### config.mk
export PLATFORM = sky130hd
export DESIGN_NAME = vid_out_top
export DESIGN_NICKNAME = d
export VERILOG_FILES = /design/src/hdl/vid_color_pkg.sv /design/src/hdl/vid_sync_pkg.sv /design/src/hdl/osd_overlay.sv /design/src/hdl/rgb_to_ypbpr.sv /design/src/hdl/vga_out_stage.sv /design/src/hdl/vid_out_top.sv
export SDC_FILE = /design/constraint.sdc
export NUM_CORES = 1
export LEC_CHECK = 0
export BUFFER_PORTS_ARGS = -buffer_cell sky130_fd_sc_hd__buf_2
export CAP_MARGIN = 20
export CORE_MARGIN = 1.5
export CORE_UTILIZATION = 59
export DETAILED_ROUTE_END_ITERATION = 16
export PLACE_DENSITY_LB_ADDON = 0.15
export SLEW_MARGIN = 25
export SYNTH_ARGS = -nofsm -noshare
export SYNTH_HDL_FRONTEND = slang
export SYNTH_SLANG_ARGS = --single-unit
### constraint.sdc
create_clock -name clk_vid -period 11.56 [get_ports clk_vid]
set_input_delay 1.734 -clock clk_vid [delete_from_list [all_inputs] [get_ports clk_vid]]
set_output_delay 1.734 -clock clk_vid [all_outputs]
set_load 0.01 [all_outputs]
### src/hdl/vid_color_pkg.sv
package vid_color_pkg;

  ////////////////////////////////////////////////////////////
  // Channel widths
  ////////////////////////////////////////////////////////////

  localparam int CHAN_BITS        = 8;
  localparam int VGA_BITS_DEFAULT = 6;  // Default VGA DAC width
  localparam int OSD_BITS         = 2;  // Top bits taken over by the OSD

  typedef logic [CHAN_BITS-1:0] chan_t;

  typedef struct packed {
    chan_t red;
    chan_t green;
    chan_t blue;
  } rgb_t;

  // Pr sits on red, Y on green, Pb on blue
  typedef struct packed {
    chan_t pr;
    chan_t y;
    chan_t pb;
  } ypbpr_t;

  typedef union packed {
    rgb_t   rgb;
    ypbpr_t ypbpr;
  } color_u;

  // OSD colours, red in the top field and blue in the bottom one
  localparam logic [3*OSD_BITS-1:0] OSD_ON_COLOR  = {OSD_BITS'(3), OSD_BITS'(3), OSD_BITS'(3)};
  localparam logic [3*OSD_BITS-1:0] OSD_OFF_COLOR = {OSD_BITS'(0), OSD_BITS'(0), OSD_BITS'(2)};

  ////////////////////////////////////////////////////////////
  // Colour matrix, coefficients scaled by 256
  ////////////////////////////////////////////////////////////

  localparam int COEF_BITS  = CHAN_BITS + 1;     // Signed, also holds a channel
  localparam int COEF_SHIFT = 8;
  localparam int PROD_BITS  = 2 * COEF_BITS;
  localparam int SUM_BITS   = PROD_BITS + 2;     // Three products
  localparam int ROW_BITS   = SUM_BITS - COEF_SHIFT;

  localparam logic signed [COEF_BITS-1:0] Y_COEF_R  = COEF_BITS'(77);
  localparam logic signed [COEF_BITS-1:0] Y_COEF_G  = COEF_BITS'(150);
  localparam logic signed [COEF_BITS-1:0] Y_COEF_B  = COEF_BITS'(29);
  localparam logic signed [COEF_BITS-1:0] PB_COEF_R = COEF_BITS'(-43);
  localparam logic signed [COEF_BITS-1:0] PB_COEF_G = COEF_BITS'(-85);
  localparam logic signed [COEF_BITS-1:0] PB_COEF_B = COEF_BITS'(128);
  localparam logic signed [COEF_BITS-1:0] PR_COEF_R = COEF_BITS'(128);
  localparam logic signed [COEF_BITS-1:0] PR_COEF_G = COEF_BITS'(-107);
  localparam logic signed [COEF_BITS-1:0] PR_COEF_B = COEF_BITS'(-21);

  localparam logic signed [ROW_BITS-1:0] CHROMA_OFFSET = ROW_BITS'(128);

endpackage

### src/hdl/vid_sync_pkg.sv
package vid_sync_pkg;

  // Chipset syncs are active low, de marks the display area
  typedef struct packed {
    logic hs;
    logic vs;
    logic cs;
    logic de;
  } sync_t;

  // One pixel with its syncs
  typedef struct packed {
    sync_t                 sync;
    vid_color_pkg::color_u color;
  } pixel_t;

  typedef struct packed {
    logic window;  // OSD area
    logic pixel;   // OSD foreground
  } osd_t;

  ////////////////////////////////////////////////////////////
  // Output configuration from the core menu
  ////////////////////////////////////////////////////////////

  typedef struct packed {
    logic ypbpr;
    logic no_csync;
    logic sel_csync;
    logic hsync_pol;
    logic vsync_pol;
  } out_cfg_t;

endpackage

### src/hdl/osd_overlay.sv
`timescale 1ns/1ps

module osd_overlay
  import vid_color_pkg::*, vid_sync_pkg::*;
(
  input  logic   clk_vid,
  input  logic   rst_n,
  input  pixel_t pix_in,
  input  osd_t   osd,
  output pixel_t ovl_pix
);

  logic [3*OSD_BITS-1:0] osd_color;
  rgb_t                  vid_rgb;
  rgb_t                  mix_rgb;
  pixel_t                mix_pix;

  // OSD bits on top, video shifted down below them
  function automatic chan_t over_chan(input logic [OSD_BITS-1:0] osd_bits,
                                      input chan_t               vid);
    return {osd_bits, vid[CHAN_BITS-1 -: CHAN_BITS-OSD_BITS]};
  endfunction

  assign osd_color = osd.pixel ? OSD_ON_COLOR : OSD_OFF_COLOR;
  assign vid_rgb   = pix_in.color.rgb;

  always_comb begin
    mix_rgb = vid_rgb;
    if (osd.window) begin
      mix_rgb.red   = over_chan(osd_color[3*OSD_BITS-1 -: OSD_BITS], vid_rgb.red);
      mix_rgb.green = over_chan(osd_color[2*OSD_BITS-1 -: OSD_BITS], vid_rgb.green);
      mix_rgb.blue  = over_chan(osd_color[OSD_BITS-1:0], vid_rgb.blue);
    end
  end

  always_comb begin
    mix_pix.sync      = pix_in.sync;
    mix_pix.color.rgb = mix_rgb;
  end

  ////////////////////////////////////////////////////////////
  // Pixel and sync register
  ////////////////////////////////////////////////////////////

  always_ff @(posedge clk_vid or negedge rst_n) begin
    if (!rst_n) begin
      ovl_pix <= '0;
    end else begin
      ovl_pix <= mix_pix;  // Syncs aligned with the merged colour
    end
  end

endmodule

### src/hdl/rgb_to_ypbpr.sv
`timescale 1ns/1ps

module rgb_to_ypbpr
  import vid_color_pkg::*, vid_sync_pkg::*;
(
  input  logic   clk_vid,
  input  logic   rst_n,
  input  logic   ypbpr,
  input  pixel_t pix_in,
  output pixel_t pix_out
);

  // Matrix rows are Y, Pb, Pr and columns are R, G, B
  logic signed [COEF_BITS-1:0] r_s;
  logic signed [COEF_BITS-1:0] g_s;
  logic signed [COEF_BITS-1:0] b_s;
  logic signed [PROD_BITS-1:0] s1_prod [3][3];
  logic signed [SUM_BITS-1:0]  row_sum [3];
  logic signed [ROW_BITS-1:0]  row_val [3];
  logic signed [ROW_BITS-1:0]  s2_row  [3];
  pixel_t                      dly_pix [2];   // Syncs and RGB beside the matrix
  logic                        dly_mode [2];
  ypbpr_t                      conv_word;

  function automatic logic signed [PROD_BITS-1:0] mul(input logic signed [COEF_BITS-1:0] a,
                                                      input logic signed [COEF_BITS-1:0] b);
    return PROD_BITS'(a) * PROD_BITS'(b);
  endfunction

  // Saturate to 0..255
  function automatic chan_t clamp_chan(input logic signed [ROW_BITS-1:0] v);
    if (v[ROW_BITS-1])
      return '0;
    else if (|v[ROW_BITS-2:CHAN_BITS])
      return '1;
    else
      return v[CHAN_BITS-1:0];
  endfunction

  assign r_s = $signed({1'b0, pix_in.color.rgb.red});
  assign g_s = $signed({1'b0, pix_in.color.rgb.green});
  assign b_s = $signed({1'b0, pix_in.color.rgb.blue});

  ////////////////////////////////////////////////////////////
  // Stage 1, products
  ////////////////////////////////////////////////////////////

  always_ff @(posedge clk_vid or negedge rst_n) begin
    if (!rst_n) begin
      for (int i = 0; i < 3; i++)
        for (int j = 0; j < 3; j++)
          s1_prod[i][j] <= '0;
    end else begin
      s1_prod[0][0] <= mul(r_s, Y_COEF_R);
      s1_prod[0][1] <= mul(g_s, Y_COEF_G);
      s1_prod[0][2] <= mul(b_s, Y_COEF_B);
      s1_prod[1][0] <= mul(r_s, PB_COEF_R);
      s1_prod[1][1] <= mul(g_s, PB_COEF_G);
      s1_prod[1][2] <= mul(b_s, PB_COEF_B);
      s1_prod[2][0] <= mul(r_s, PR_COEF_R);
      s1_prod[2][1] <= mul(g_s, PR_COEF_G);
      s1_prod[2][2] <= mul(b_s, PR_COEF_B);
    end
  end

  // Row sums, floor divide by 256
  always_comb begin
    for (int i = 0; i < 3; i++) begin
      row_sum[i] = SUM_BITS'(s1_prod[i][0]) + SUM_BITS'(s1_prod[i][1])
                 + SUM_BITS'(s1_prod[i][2]);
      row_val[i] = ROW_BITS'(row_sum[i] >>> COEF_SHIFT);
    end
  end

  ////////////////////////////////////////////////////////////
  // Stage 2, sums with chroma offset
  ////////////////////////////////////////////////////////////

  always_ff @(posedge clk_vid or negedge rst_n) begin
    if (!rst_n) begin
      for (int i = 0; i < 3; i++)
        s2_row[i] <= '0;
    end else begin
      s2_row[0] <= row_val[0];
      s2_row[1] <= row_val[1] + CHROMA_OFFSET;  // Pb
      s2_row[2] <= row_val[2] + CHROMA_OFFSET;  // Pr
    end
  end

  always_comb begin
    conv_word.y  = clamp_chan(s2_row[0]);
    conv_word.pb = clamp_chan(s2_row[1]);
    conv_word.pr = clamp_chan(s2_row[2]);
  end

  // Delay line matching stages 1 and 2
  always_ff @(posedge clk_vid or negedge rst_n) begin
    if (!rst_n) begin
      dly_pix[0]  <= '0;
      dly_pix[1]  <= '0;
      dly_mode[0] <= 1'b0;
      dly_mode[1] <= 1'b0;
    end else begin
      dly_pix[0]  <= pix_in;
      dly_pix[1]  <= dly_pix[0];
      dly_mode[0] <= ypbpr;
      dly_mode[1] <= dly_mode[0];
    end
  end

  // Stage 3, clamp or bypass
  always_ff @(posedge clk_vid or negedge rst_n) begin
    if (!rst_n) begin
      pix_out <= '0;
    end else begin
      pix_out.sync <= dly_pix[1].sync;
      if (dly_mode[1])
        pix_out.color.ypbpr <= conv_word;
      else
        pix_out.color <= dly_pix[1].color;
    end
  end

endmodule

### src/hdl/vga_out_stage.sv
`timescale 1ns/1ps

module vga_out_stage
  import vid_color_pkg::*, vid_sync_pkg::*;
#(
  parameter int out_bits = VGA_BITS_DEFAULT  // 1 to 8
) (
  input  logic                clk_vid,
  input  logic                rst_n,
  input  out_cfg_t            cfg,
  input  pixel_t              pix_in,
  output logic                vga_hs,
  output logic                vga_vs,
  output logic [out_bits-1:0] vga_r,
  output logic [out_bits-1:0] vga_g,
  output logic [out_bits-1:0] vga_b
);

  logic  force_csync;
  sync_t sync_in;
  rgb_t  rgb_in;

  // YPbPr always wants composite sync on the hsync pin
  assign force_csync = cfg.ypbpr | (~cfg.no_csync & cfg.sel_csync);

  assign sync_in = pix_in.sync;
  assign rgb_in  = pix_in.color.rgb;  // Same bits for either view

  ////////////////////////////////////////////////////////////
  // Sync select and polarity
  ////////////////////////////////////////////////////////////

  always_ff @(posedge clk_vid or negedge rst_n) begin
    if (!rst_n) begin
      vga_hs <= 1'b0;
      vga_vs <= 1'b0;
    end else if (force_csync) begin
      vga_hs <= sync_in.cs;
      vga_vs <= 1'b1;                  // Vsync unused with csync
    end else begin
      vga_hs <= sync_in.hs ^ cfg.hsync_pol;
      vga_vs <= sync_in.vs ^ cfg.vsync_pol;
    end
  end

  ////////////////////////////////////////////////////////////
  // Blanking and truncation
  ////////////////////////////////////////////////////////////

  always_ff @(posedge clk_vid or negedge rst_n) begin
    if (!rst_n) begin
      vga_r <= '0;
      vga_g <= '0;
      vga_b <= '0;
    end else if (sync_in.de) begin
      vga_r <= rgb_in.red[CHAN_BITS-1 -: out_bits];
      vga_g <= rgb_in.green[CHAN_BITS-1 -: out_bits];
      vga_b <= rgb_in.blue[CHAN_BITS-1 -: out_bits];
    end else begin
      // Black outside the display area
      vga_r <= '0;
      vga_g <= '0;
      vga_b <= '0;
    end
  end

endmodule

### src/hdl/vid_out_top.sv
`timescale 1ns/1ps

module vid_out_top
  import vid_color_pkg::*, vid_sync_pkg::*;
#(
  parameter int out_bits = VGA_BITS_DEFAULT
) (
  input  logic                clk_vid,
  input  logic                rst_n,
  input  pixel_t              pix_in,    // From chipset or RTG
  input  osd_t                osd,
  input  out_cfg_t            cfg,       // Quasi-static
  output logic                vga_hs,
  output logic                vga_vs,
  output logic [out_bits-1:0] vga_r,
  output logic [out_bits-1:0] vga_g,
  output logic [out_bits-1:0] vga_b
);

  pixel_t ovl_pix;   // RGB with OSD merged
  pixel_t conv_pix;  // RGB or YPbPr

  ////////////////////////////////////////////////////////////
  // Five clk_vid cycles from pix_in to the VGA pins
  ////////////////////////////////////////////////////////////

  osd_overlay i_osd (
    .clk_vid (clk_vid),
    .rst_n   (rst_n),
    .pix_in  (pix_in),
    .osd     (osd),
    .ovl_pix (ovl_pix)
  );

  rgb_to_ypbpr i_conv (
    .clk_vid (clk_vid),
    .rst_n   (rst_n),
    .ypbpr   (cfg.ypbpr),
    .pix_in  (ovl_pix),
    .pix_out (conv_pix)
  );

  vga_out_stage #(
    .out_bits (out_bits)
  ) i_vga (
    .clk_vid (clk_vid),
    .rst_n   (rst_n),
    .cfg     (cfg),
    .pix_in  (conv_pix),
    .vga_hs  (vga_hs),
    .vga_vs  (vga_vs),
    .vga_r   (vga_r),
    .vga_g   (vga_g),
    .vga_b   (vga_b)
  );

endmodule

==> reports/qor.tcl, run 1 <==
set qor(yosys-top-cells-count) {335 x ha_1, 260 x inv_1, 244 x dfrtp_1}
set qor(synthDominantAreaCellType) {dfrtp_1}
set qor(detail-route-antenna-nets) 0
set qor(cts_tree) {built}
set qor(ys_ff_latch) 244
set qor(routed_wl_um) 32200
set qor(hold_buffers) 0
set qor(status) {finished, final reports clean}
set qor(grt_pass1_vias) 10800
set qor(grt_first_pass_wirelength_um) 53400
set qor(count_of_buffers_added_by_post_cts_timing_repair_for_setup) 0
set qor(layout-drive-gt1-share_pct) 9.01
set qor(critical_path.max_fanout) 10
set qor(floorplan.die.width_um) 171
set qor(initial_core_util_pct) 59.8
set qor(critPathMostFrequentCell) {ha_1}
set qor(post_synthesis_cell_type_count) 49
set qor(placementRows) 61
set qor(cap_violations) 0
set qor(replace_congestion) 0.859
set qor(drc) 0
set qor(timing.critical_path.slowest_cell_delay_ns) 0.59
set qor(finalCoreUtilization_pct) 65.6
set qor(flow.area_growth_from_synthesis_pct) 9.70
set qor(required_ns) 11.96
set qor(clock-sinks) 244
set qor(synth_top_area_share_pct) 36.8
set qor(clockPowerShare_pct) 15.8
set qor(grt_setup_unrepaired) {no}
set qor(power.share.sequential_pct) 24.6
set qor(fin_skew_ns) 0.0260
set qor(grt_resource_usage_total_pct) 23.6
set qor(drtIter0Drc) 477
set qor(post_cts.resized_instances) 0
set qor(root_buffer) {clkbuf_16}
set qor(fin_crit_sh_pct) 38.9
set qor(clk_pin_slew_worst_paths_ns) 0.06
set qor(synthesis.area_per_instance_um2) 11.1
set qor(maxClockFrequency_ghz) 0.222
set qor(core_area_um2) 27700
set qor(grt_start_max_net_pins) 124
set qor(netSwitchingPower_mw) 2.18
set qor(via_per_inst) 5.21
set qor(port-buffer-count) 56
set qor(dpl.hpwl_um) 25800
set qor(crit_path_kind) {reg -> reg}
set qor(insertedDiodeCount) 0
set qor(cts_buffer_depth) 3
set qor(max-slew-margin-rel_pct) 36.8
set qor(globalRoute.totalOverflow) 0
set qor(synth_enable_flop_cells) 0
set qor(wl_per_cell_um) 16.4
set qor(clk-insertion-delay-late_ns) 0.54
set qor(area_of_the_die_um2) 29100
set qor(ir_worst_vdd_uv) 162
set qor(number_of_antenna_violations_at_the_first_check_in_global_routing) 0
set qor(synthArstFlopShare_pct) 100
set qor(period_needed_ns) 4.50
set qor(final_count_of_hold_timing_violations) 0
set qor(max_slew.worst_pin.slew_ns) 0.949
set qor(nets) 2018
set qor(crit_arrival_ns) 4.90
set qor(switching_share_pct) 41.9
set qor(internal_power_mw) 3.03
set qor(synth_cells) 1491
set qor(tns_ns) 0
set qor(cts_htree_levels) 1
set qor(rrSetupSlack_ns) 7.06
set qor(yosysSeqAreaShare_pct) 36.8
set qor(fillers) 2182
set qor(num_vias) 10200
set qor(ios) 57
set qor(maxSlewViolCount) 0
set qor(ratio_of_total_power_to_cell_area_nw_per_um2) 287
set qor(timing.critical_path.from_type) {flop}
set qor(synthesis.area_um2) 16600
set qor(p_comb_share_pct) 59.6
set qor(hold_path_class) {reg -> reg}
set qor(setup-violations-final) 0
set qor(crit_slowest_cell) {dfrtp_1}
set qor(syn_nets) 1941
set qor(finish.instance_area_um2) 18200
set qor(nature_of_the_critical_path_endpoint) {flop}
set qor(postSynth.topFlopCell) {dfrtp_1}
set qor(p_leak_nw) 9.51
set qor(path_cells) {ha_1 -> ha_1 -> fa_1 -> inv_1 -> fa_1 -> inv_1 -> ha_1 -> nor2b_1 -> o21ai_0 -> a21boi_0 -> o21ai_0 -> nand2b_1 -> a21o_1 -> a41o_1 -> o41a_1 -> xnor2_1}
set qor(synth.most_common_cell) {ha_1}
set qor(post_dp_cell_area_um2) 17300
set qor(yosysWarningCount) 0
set qor(cts-buffers-inserted) 27
set qor(die_height_um) 171
set qor(drt_pass1_iterations) 5
set qor(netlist_top_cells_area) {dfrtp_1 37%, ha_1 25%, fa_1 9.4%}
-- metal layers --
layer | routed length, um | global-route usage [%] | up-vias
met5 | 0 | 0 | -
li1 | - | - | 5091
met4 | 859 | 6.73 | 0
met1 | 15200 | 32.2 | 4935
met2 | 14900 | 39.7 | 163
met3 | 1200 | 2.87 | 45
-- stage by stage --
step           power, mW  hold WS [ns]  setup slack (ns)  std cells
2_1_floorplan       3.67         0.331              7.44       1491
3_3_place_gp        4.29         0.333              7.19       1917
3_5_place_dp        4.37         0.335              7.09       1917
4_1_cts             5.25         0.348              7.05       1966
5_1_grt             5.75         0.354              6.79       1966
6_report            5.21         0.347              7.06       1966
-- registers in the layout, summed over array words and instances (netlist names) --
name             cells
i_conv.pix_out      22
i_vga.vga_hs         1
i_vga.vga_g          6
i_conv.dly_pix      43
i_osd.ovl_pix       28
i_vga.vga_b          6
i_conv.dly_mode      2
i_conv.s1_prod     101
i_vga.vga_r          6
i_vga.vga_vs         1
i_conv.s2_row       28
-- kinds of logic after synthesis --
logic type / after synthesis / share of synthesized area [%]
fa+ha+maj: 413 / 34.7
buf+inv: 270 / 6.11
flops: 244 / 36.8
mux: 31 / 2.13
simple gates: 190 / 5.41
other cells: 1 / 0.0226
xor+xnor: 110 / 5.89
compound gates: 232 / 8.89
-- power groups by stage --
stage          Sequential, mW  Clock [mW]  Combinational, mW
3_3_place_gp             1.29           0               3.00
2_1_floorplan            1.25           0               2.42
3_5_place_dp             1.30           0               3.07
5_1_grt                  1.31       0.878               3.57
4_1_cts                  1.28       0.843               3.12
6_report                 1.28       0.824               3.11
-- path summary, 6_finish.rpt --
| kind | start | end | cells past startpoint |
|---|---|---|---|
| worst max-delay path | i_osd.ovl_pix[13] | i_conv.s1_prod[88] | 16 |
| worst min-delay path | i_conv.dly_pix[26] | i_conv.pix_out[26] | 0 |
| worst max register to register | i_osd.ovl_pix[13] | i_conv.s1_prod[88] | 16 |
| worst min register to register | i_conv.dly_pix[26] | i_conv.pix_out[26] | 0 |
| max in group asynchronous | rst_n | i_conv.s1_prod[100] | 3 |
| min in group asynchronous | rst_n | i_conv.pix_out[20] | 1 |
-- final cells by class --
type	count	area, um^2	area share [%]
Multi-Input combinational cell	977	9460	52.0
Sequential cell	244	6110	33.6
Inverter	260	976	5.37
Clock buffer	34	742	4.08
Tap cell	378	473	2.60
Timing Repair Buffer	58	309	1.70
Clock inverter	15	121	0.667
-- worst max-delay path: cells and delay by family, from the launching register on --
family                     cells  cell delay (ns)
DFF                            1             0.59
and+or+nand+nor                2             0.25
xor gates and xnor gates       1             0.13
AOI/OAI and AO/OA              6             1.31
buffers and inverters          2             0.10
adders and majority gates      5             1.97
-- cells in the final DEF, fill, tap and decap left out, types with 4 or more instances in the layout --
cell type,instances
clkbuf_8,4
nand2_1,21
dfrtp_1,244
xor2_1,28
o2111ai_1,4
a31oi_1,6
mux2_2,30
or2_2,6
or3_1,5
and2_1,19
o21a_1,7
a211oi_1,5
clkinv_2,6
nor2b_1,10
ha_1,335
a21o_1,33
o21bai_1,30
clkbuf_16,27
a21oi_1,90
buf_2,55
nor2_1,84
nor3_1,14
nand3_1,13
xnor2_1,81
o21ai_0,31
fa_1,78
nand2b_1,7
inv_1,260
clkinvlp_4,7
(Power assumes the default switching activity.)
==> inputs of run 2 (changes only) <==
==> constraint.sdc (replaced) <==
create_clock -name clk_vid -period 4.6 [get_ports clk_vid]
set_input_delay 0.69 -clock clk_vid [delete_from_list [all_inputs] [get_ports clk_vid]]
set_output_delay 0.69 -clock clk_vid [all_outputs]
set_load 0.01 [all_outputs]
==> run 2 against run 1 <==
Clock skew down 0.013 ns; critical path depth up 2; hold slack worse by 0.13 ns; combinational power rose to 2.5 times the previous value; maximum frequency up 3.3%; die area unchanged; flip-flop and latch count unchanged; global-route usage up 0.64 points; first-iteration DRC count down 9.4%; clock power rose to 2.9 times the previous value; count of clock-buffer cells in the layout down 2.
==> reports/qor.tcl, run 2 (synthesis gave the netlist of run 1 again) <==
set qor(clock-sinks) 244 ;# unchanged
set qor(dpl.hpwl_um) 26400 ;# +2.3%
set qor(ios) 57 ;# unchanged
set qor(cts_tree) {built}
set qor(die_height_um) 171 ;# unchanged
set qor(wl_per_cell_um) 16.6 ;# +1.3%
set qor(crit_path_kind) {reg -> reg}
set qor(area_of_the_die_um2) 29100 ;# unchanged
set qor(place_ws_ns) 0.295 ;# -6.79 ns
set qor(cts-buffers-inserted) 27 ;# unchanged
set qor(finish.instance_area_um2) 18500 ;# +1.5%
set qor(fin_crit_sh_pct) 94.6 ;# +56 points
set qor(grt_start_max_net_pins) 110 ;# -11%
set qor(max-slew-margin-rel_pct) 40.8 ;# +4.1 points
set qor(count_of_buffers_added_by_post_cts_timing_repair_for_setup) 0 ;# unchanged
set qor(finalCoreUtilization_pct) 66.6 ;# +0.98 points
set qor(flow.area_growth_from_synthesis_pct) 11.3
set qor(cts_buffer_depth) 3 ;# unchanged
set qor(drc) 0 ;# unchanged
set qor(path_cells) {buf_4 -> ha_1 -> ha_1 -> inv_1 -> fa_1 -> inv_1 -> ha_1 -> ha_1 -> fa_1 -> a21o_1 -> a21oi_1 -> o21bai_1 -> a21oi_1 -> o21bai_1 -> a21oi_1 -> o21bai_1 -> a21oi_1 -> xnor2_1}
set qor(dp.cells) 1933 ;# +0.83%
set qor(globalRoute.totalOverflow) 0 ;# unchanged
set qor(layout.cells.most_common) {ha_1}
set qor(max_slew.worst_pin.slew_ns) 0.888 ;# -0.0610 ns
set qor(fillers) 2136 ;# -2.1%
set qor(largest_register_ffs) 101 ;# unchanged
set qor(grt_pass1_vias) 11000 ;# +2.1%
set qor(detail-route-antenna-nets) 0 ;# unchanged
set qor(drt_pass1_iterations) 4 ;# -1
set qor(finalPower_mw) 13.4 ;# +160%
set qor(crit_arrival_ns) 4.80 ;# -0.10 ns
set qor(tns_ns) 0 ;# unchanged
set qor(port-buffer-count) 56 ;# unchanged
set qor(critical_path.max_fanout) 5 ;# -5
set qor(mostFrequentLayoutCells) {335 x ha_1, 260 x inv_1, 243 x dfrtp_1}
set qor(clk_pin_slew_worst_paths_ns) 0.06 ;# about the same
set qor(critical-path-top-delay-family) {adder cells}
set qor(nets) 2034 ;# +0.79%
set qor(root_buffer) {clkbuf_16}
set qor(timing.critical_path.to) {i_conv.s1_prod[14]}
set qor(max_flop_register) {i_conv.s1_prod}
set qor(timing.critical_path.from_type) {flop}
set qor(post_layout_nonfiller_instances) 1983 ;# +0.86%
set qor(p_leak_nw) 9.66 ;# +1.6%
set qor(maxSlewViolCount) 0 ;# unchanged
set qor(number_of_antenna_violations_at_the_first_check_in_global_routing) 0 ;# unchanged
set qor(grt_setup_unrepaired) {no}
set qor(cts_htree_levels) 1 ;# unchanged
set qor(placementRows) 61 ;# unchanged
set qor(num_vias) 10400 ;# +1.9%
set qor(rrSetupSlack_ns) 0.25 ;# -6.81 ns
set qor(final.setup.worst_slack_ns) 0.247 ;# -6.81 ns
set qor(ratio_of_total_power_to_cell_area_nw_per_um2) 729 ;# +150%
set qor(setup-violations-final) 0 ;# unchanged
set qor(period_needed_ns) 4.35 ;# -0.145 ns
set qor(startpoint) {i_osd.ovl_pix[4]}
set qor(initial_core_util_pct) 59.8 ;# unchanged
set qor(status) {finished, final reports clean}
set qor(path_depth) 18 ;# +2
set qor(clk-insertion-delay-late_ns) 0.53 ;# about the same
set qor(floorplan.die.width_um) 171 ;# unchanged
set qor(ir_worst_vdd_uv) 396 ;# +150%
set qor(core_area_um2) 27700 ;# unchanged
set qor(via_per_inst) 5.26 ;# +1.0%
set qor(grt_resource_usage_total_pct) 24.2 ;# +0.64 points
set qor(timing.critical_path.slowest_cell_delay_ns) 0.53 ;# -0.06 ns
set qor(required_ns) 5.05 ;# -6.91 ns
set qor(final_count_of_hold_timing_violations) 0 ;# unchanged
set qor(routed_wl_um) 32900 ;# +2.2%
set qor(layout-drive-gt1-share_pct) 9.98 ;# +0.97 points
set qor(ff2ff_path_depth) 18 ;# +2
set qor(critical_path_buf_inv_count) 3 ;# +1
set qor(nature_of_the_critical_path_endpoint) {flop}
set qor(post_dp_cell_area_um2) 17500 ;# +0.77%
set qor(maxClockFrequency_ghz) 0.230 ;# +3.3%
set qor(post_cts.resized_instances) 0 ;# unchanged
set qor(crit-reg2reg-launch) {i_osd.ovl_pix[4]}
set qor(hold_buffers) 0 ;# unchanged
set qor(grt_first_pass_wirelength_um) 54600 ;# +2.2%
set qor(fin_skew_ns) 0.0126 ;# -0.0133 ns
set qor(timing.rr.end) {i_conv.s1_prod[14]}
set qor(drtIter0Drc) 432 ;# -9.4%
set qor(timing.hold.ws_ns) 0.218 ;# -0.128 ns
set qor(cap_violations) 0 ;# unchanged
set qor(crit_slowest_cell) {fa_1}
set qor(largest_registers) {i_conv.s1_prod (101), i_conv.dly_pix (43)}
set qor(replace_congestion) 0.871 ;# +1.4%
set qor(hold_path_class) {in -> async}
-- run 2: cell count changes in the layout (fill, tap and decap cells not counted), moves of 2 or more --
cell        before  now
buf_4            1   17
bufinv_16        1    7
clkinv_4         0    5
clkinvlp_4       7    2
clkinv_2         6    2
clkbuf_8         4    2
-- run 2: layout make-up --
| cell class | count | area (um^2) | area share (%) |
|---|---|---|---|
| antenna | 1 | 2.50 | 0.0136 |
| clock buffer | 32 | 714 | 3.87 |
| clock inverter | 17 | 288 | 1.56 |
| inverter | 260 | 976 | 5.29 |
| multi-input combinational | 977 | 9460 | 51.2 |
| sequential | 244 | 6110 | 33.1 |
| tap | 378 | 473 | 2.56 |
| timing repair buffer | 74 | 438 | 2.37 |
-- run 2: routing by layer --
layer  vias up  global-route usage (%)  share of wire [%]
met5         -                       0                  0
met3        54                    3.79                4.5
met2       154                    42.2                 48
li1       5132                       -                  -
met1      5087                    31.3                 44
met4         0                    6.93                2.8
-- run 2: how the worst min path moves through the flow --
stage	startpoint	end	cells past startpoint
2_1_floorplan	i_conv.dly_mode[1]	i_conv.dly_mode[0]	0
3_3_place_gp	i_conv.dly_pix[52]	i_conv.dly_pix[24]	0
3_5_place_dp	i_conv.dly_pix[53]	i_conv.dly_pix[25]	0
4_1_cts	rst_n	i_conv.pix_out[21]	1
5_1_grt	pix_in[24]	i_osd.ovl_pix[24]	1
6_report	rst_n	i_conv.pix_out[21]	1
-- run 2: report_power, final --
part | switching, mW | total [mW] | internal [mW]
Clock | 0.893 | 2.40 | 1.51
Sequential | 0.305 | 3.20 | 2.89
Combinational | 4.31 | 7.85 | 3.54
Total | 5.51 | 13.4 | 7.94
-- run 2: worst reg2reg max path, stage by stage (launching register included) --
cell      delay (ns)
dfrtp_1         0.46
buf_4           0.19
ha_1            0.28
ha_1            0.28
inv_1           0.05
fa_1            0.53
inv_1           0.05
ha_1            0.30
ha_1            0.24
fa_1            0.42
a21o_1          0.20
a21oi_1         0.22
o21bai_1        0.09
a21oi_1         0.22
o21bai_1        0.09
a21oi_1         0.23
o21bai_1        0.09
a21oi_1         0.20
xnor2_1         0.15
==> inputs of run 3 (changes only) <==
--- a/config.mk
+++ b/config.mk
@@ -9,6 +9,7 @@
 export CAP_MARGIN = 20
 export CORE_MARGIN = 1.5
 export CORE_UTILIZATION = 59
+export CTS_BUF_LIST = sky130_fd_sc_hd__clkbuf_4
 export DETAILED_ROUTE_END_ITERATION = 16
 export PLACE_DENSITY_LB_ADDON = 0.15
 export SLEW_MARGIN = 25
==> run 3 against run 2 <==
Wire length down 0.73%; sequential power about the same; non-clock buffer count unchanged; final area shrank 1.0%.
==> reports/qor.tcl, run 3 (synthesis gave the netlist of run 1 again) <==
set qor(status) {finished, final reports clean}
set qor(grt_first_pass_wirelength_um) 54500 ;# -0.10%
set qor(final.setup.worst_slack_ns) 0.302 ;# +0.0542 ns
set qor(globalRoute.totalOverflow) 0 ;# unchanged
set qor(core_area_um2) 27700 ;# unchanged
set qor(detail-route-antenna-nets) 0 ;# unchanged
set qor(ios) 57 ;# unchanged
set qor(port-buffer-count) 56 ;# unchanged
set qor(final_count_of_hold_timing_violations) 0 ;# unchanged
set qor(initial_core_util_pct) 59.8 ;# unchanged
set qor(die_height_um) 171 ;# unchanged
set qor(nature_of_the_critical_path_endpoint) {flop}
set qor(cts_htree_levels) 3 ;# +2
set qor(flow.area_growth_from_synthesis_pct) 10.2
set qor(wl_per_cell_um) 15.9 ;# -3.9%
set qor(floorplan.die.width_um) 171 ;# unchanged
set qor(largest_register_ffs) 101 ;# unchanged
set qor(ff2ff_path_depth) 16 ;# -2
set qor(grt_setup_unrepaired) {no}
set qor(placementRows) 61 ;# unchanged
set qor(path_cells) {ha_1 -> ha_1 -> fa_1 -> inv_1 -> fa_1 -> inv_1 -> ha_1 -> nor2b_1 -> o21ai_0 -> a21boi_0 -> o21ai_0 -> nand2b_1 -> a21o_1 -> a41o_1 -> o41a_1 -> xnor2_1}
set qor(grt_resource_usage_total_pct) 24.4 ;# +0.14 points
set qor(fin_crit_sh_pct) 93.4 ;# -1.2 points
set qor(clk-insertion-delay-late_ns) 0.67 ;# +0.14 ns
set qor(ir_worst_vdd_uv) 367 ;# -7.4%
set qor(mostFrequentLayoutCells) {335 x ha_1, 260 x inv_1, 243 x dfrtp_1}
set qor(crit_arrival_ns) 4.84 ;# +0.04 ns
set qor(place_ws_ns) 0.295 ;# unchanged
set qor(area_of_the_die_um2) 29100 ;# unchanged
set qor(largest_registers) {i_conv.s1_prod (101), i_conv.dly_pix (43)}
set qor(crit_slowest_cell) {fa_1}
set qor(cts_tree) {built}
set qor(met2_wirelength_um) 15700 ;# -1.6%
set qor(root_buffer) {clkbuf_4}
set qor(drc) 0 ;# unchanged
set qor(num_vias) 10700 ;# +2.7%
set qor(ratio_of_total_power_to_cell_area_nw_per_um2) 707 ;# -3.0%
set qor(via_per_inst) 5.22 ;# -0.64%
set qor(required_ns) 5.14 ;# +0.09 ns
set qor(hold_buffers) 0 ;# unchanged
set qor(crit_path_kind) {reg -> reg}
set qor(drtIter0Drc) 305 ;# -29%
set qor(route.top_layer_used) {met4}
set qor(replace_congestion) 0.871 ;# unchanged
set qor(met3_wirelength_um) 1480 ;# +0.47%
set qor(drt_pass1_iterations) 4 ;# unchanged
set qor(period_needed_ns) 4.30 ;# -0.0542 ns
set qor(critical-path-top-delay-family) {adder cells}
set qor(critPathMostFrequentCell) {ha_1}
set qor(layout-drive-gt1-share_pct) 12.9 ;# +3.0 points
set qor(max_slew.worst_pin.slew_ns) 0.894 ;# +0.00685 ns
set qor(timing.critical_path.slowest_cell_delay_ns) 0.54 ;# about the same
set qor(grt_pass1_vias) 11300 ;# +2.4%
set qor(clk_pin_slew_worst_paths_ns) 0.07 ;# about the same
set qor(cap_violations) 0 ;# unchanged
set qor(max_flop_register) {i_conv.s1_prod}
set qor(clock-sinks) 244 ;# unchanged
set qor(cts_buffer_depth) 3 ;# unchanged
set qor(critical_path.max_fanout) 4 ;# -1
set qor(grt_start_max_net_pins) 110 ;# unchanged
set qor(cts-buffers-inserted) 68 ;# +150%
set qor(nets) 2075 ;# +2.0%
set qor(path_depth) 16 ;# -2
set qor(p_leak_nw) 9.67 ;# +0.13%
set qor(maxClockFrequency_ghz) 0.233 ;# +1.3%
set qor(setup-violations-final) 0 ;# unchanged
set qor(critical_path_buf_inv_count) 2 ;# -1
set qor(fin_skew_ns) 0.0489 ;# +0.0363 ns
set qor(max-slew-margin-rel_pct) 40.4 ;# -0.46 points
set qor(wl_met1_um) 14500 ;# -0.83%
set qor(tns_ns) 0 ;# unchanged
set qor(maxSlewViolCount) 0 ;# unchanged
set qor(number_of_antenna_violations_at_the_first_check_in_global_routing) 1 ;# +1
set qor(hold_path_class) {in -> async}
set qor(layout.cells.most_common) {ha_1}
set qor(routed_wl_um) 32700 ;# -0.73%
set qor(timing.critical_path.from_type) {flop}
set qor(dpl.hpwl_um) 26400 ;# unchanged
run 3: cell types whose count changed in the layout (fill, tap and decap cells not counted):
cell and delta:
clkinv_2 +1, inv_2 +4, clkbuf_4 +93, clkinv_1 +13
bufinv_16 -6, clkbuf_8 -2, clkbuf_1 -3, clkbuf_16 -27
inv_6 -1, clkinvlp_4 -2, clkinv_4 -4
run 3: where the power goes:
part | switching [mW] | total (mW) | internal, mW
Combinational | 4.29 | 7.82 | 3.53
Sequential | 0.306 | 3.20 | 2.89
Clock | 0.891 | 1.88 | 0.994
run 3: worst paths after layout:
kind / from / end / slack, ns
worst max register to register: i_osd.ovl_pix[13] / i_conv.s1_prod[88] / 0.30
worst max-delay path: i_osd.ovl_pix[13] / i_conv.s1_prod[88] / 0.30
min in group clk_vid: pix_in[24] / i_osd.ovl_pix[24] / 0.16
max in group asynchronous: rst_n / i_conv.s1_prod[105] / 3.54
worst min register to register: i_conv.dly_pix[43] / i_conv.dly_pix[15] / 0.35
worst min-delay path: rst_n / i_conv.pix_out[21] / 0.10
run 3: layer usage:
metal	GRT usage, %	vias to the layer above
li1	-	5253
met1	30.5	5178
met2	41.5	203
met3	4.97	71
met4	9.47	0
met5	0	-
run 3: repair_timing:
item / 4_1_cts / 5_1_grt
buffers inserted: 0 / 0
endpoints found under the hold margin: 0 / 0
resized for setup: 0 / 1
setup endpoints to repair: 0 / 1
run 3: final cells by class:
class | instances | area, um^2
Clock inverter | 22 | 118
Fill cell | 2219 | 9440
Timing Repair Buffer | 74 | 438
Sequential cell | 244 | 6110
Tap cell | 378 | 473
Clock buffer | 93 | 698
Multi-Input combinational cell | 977 | 9460
Inverter | 260 | 976
Antenna cell | 1 | 2.50
run 3: metrics by stage:
stage / hold slack [ns] / std cells / power (mW) / instance area, um^2 / utilization [%]
after global routing: 0.0999 / 2049 / 14.2 / 18300 / 65.9
after global placement: 0.334 / 1933 / 10.8 / 17500 / 63.0
after floorplan: 0.331 / 1491 / 9.22 / 16600 / -
final: 0.101 / 2049 / 12.9 / 18300 / 65.9
after detailed placement: 0.335 / 1933 / 11.0 / 17500 / 63.0
after CTS: 0.0929 / 2048 / 13.0 / 18300 / 65.9
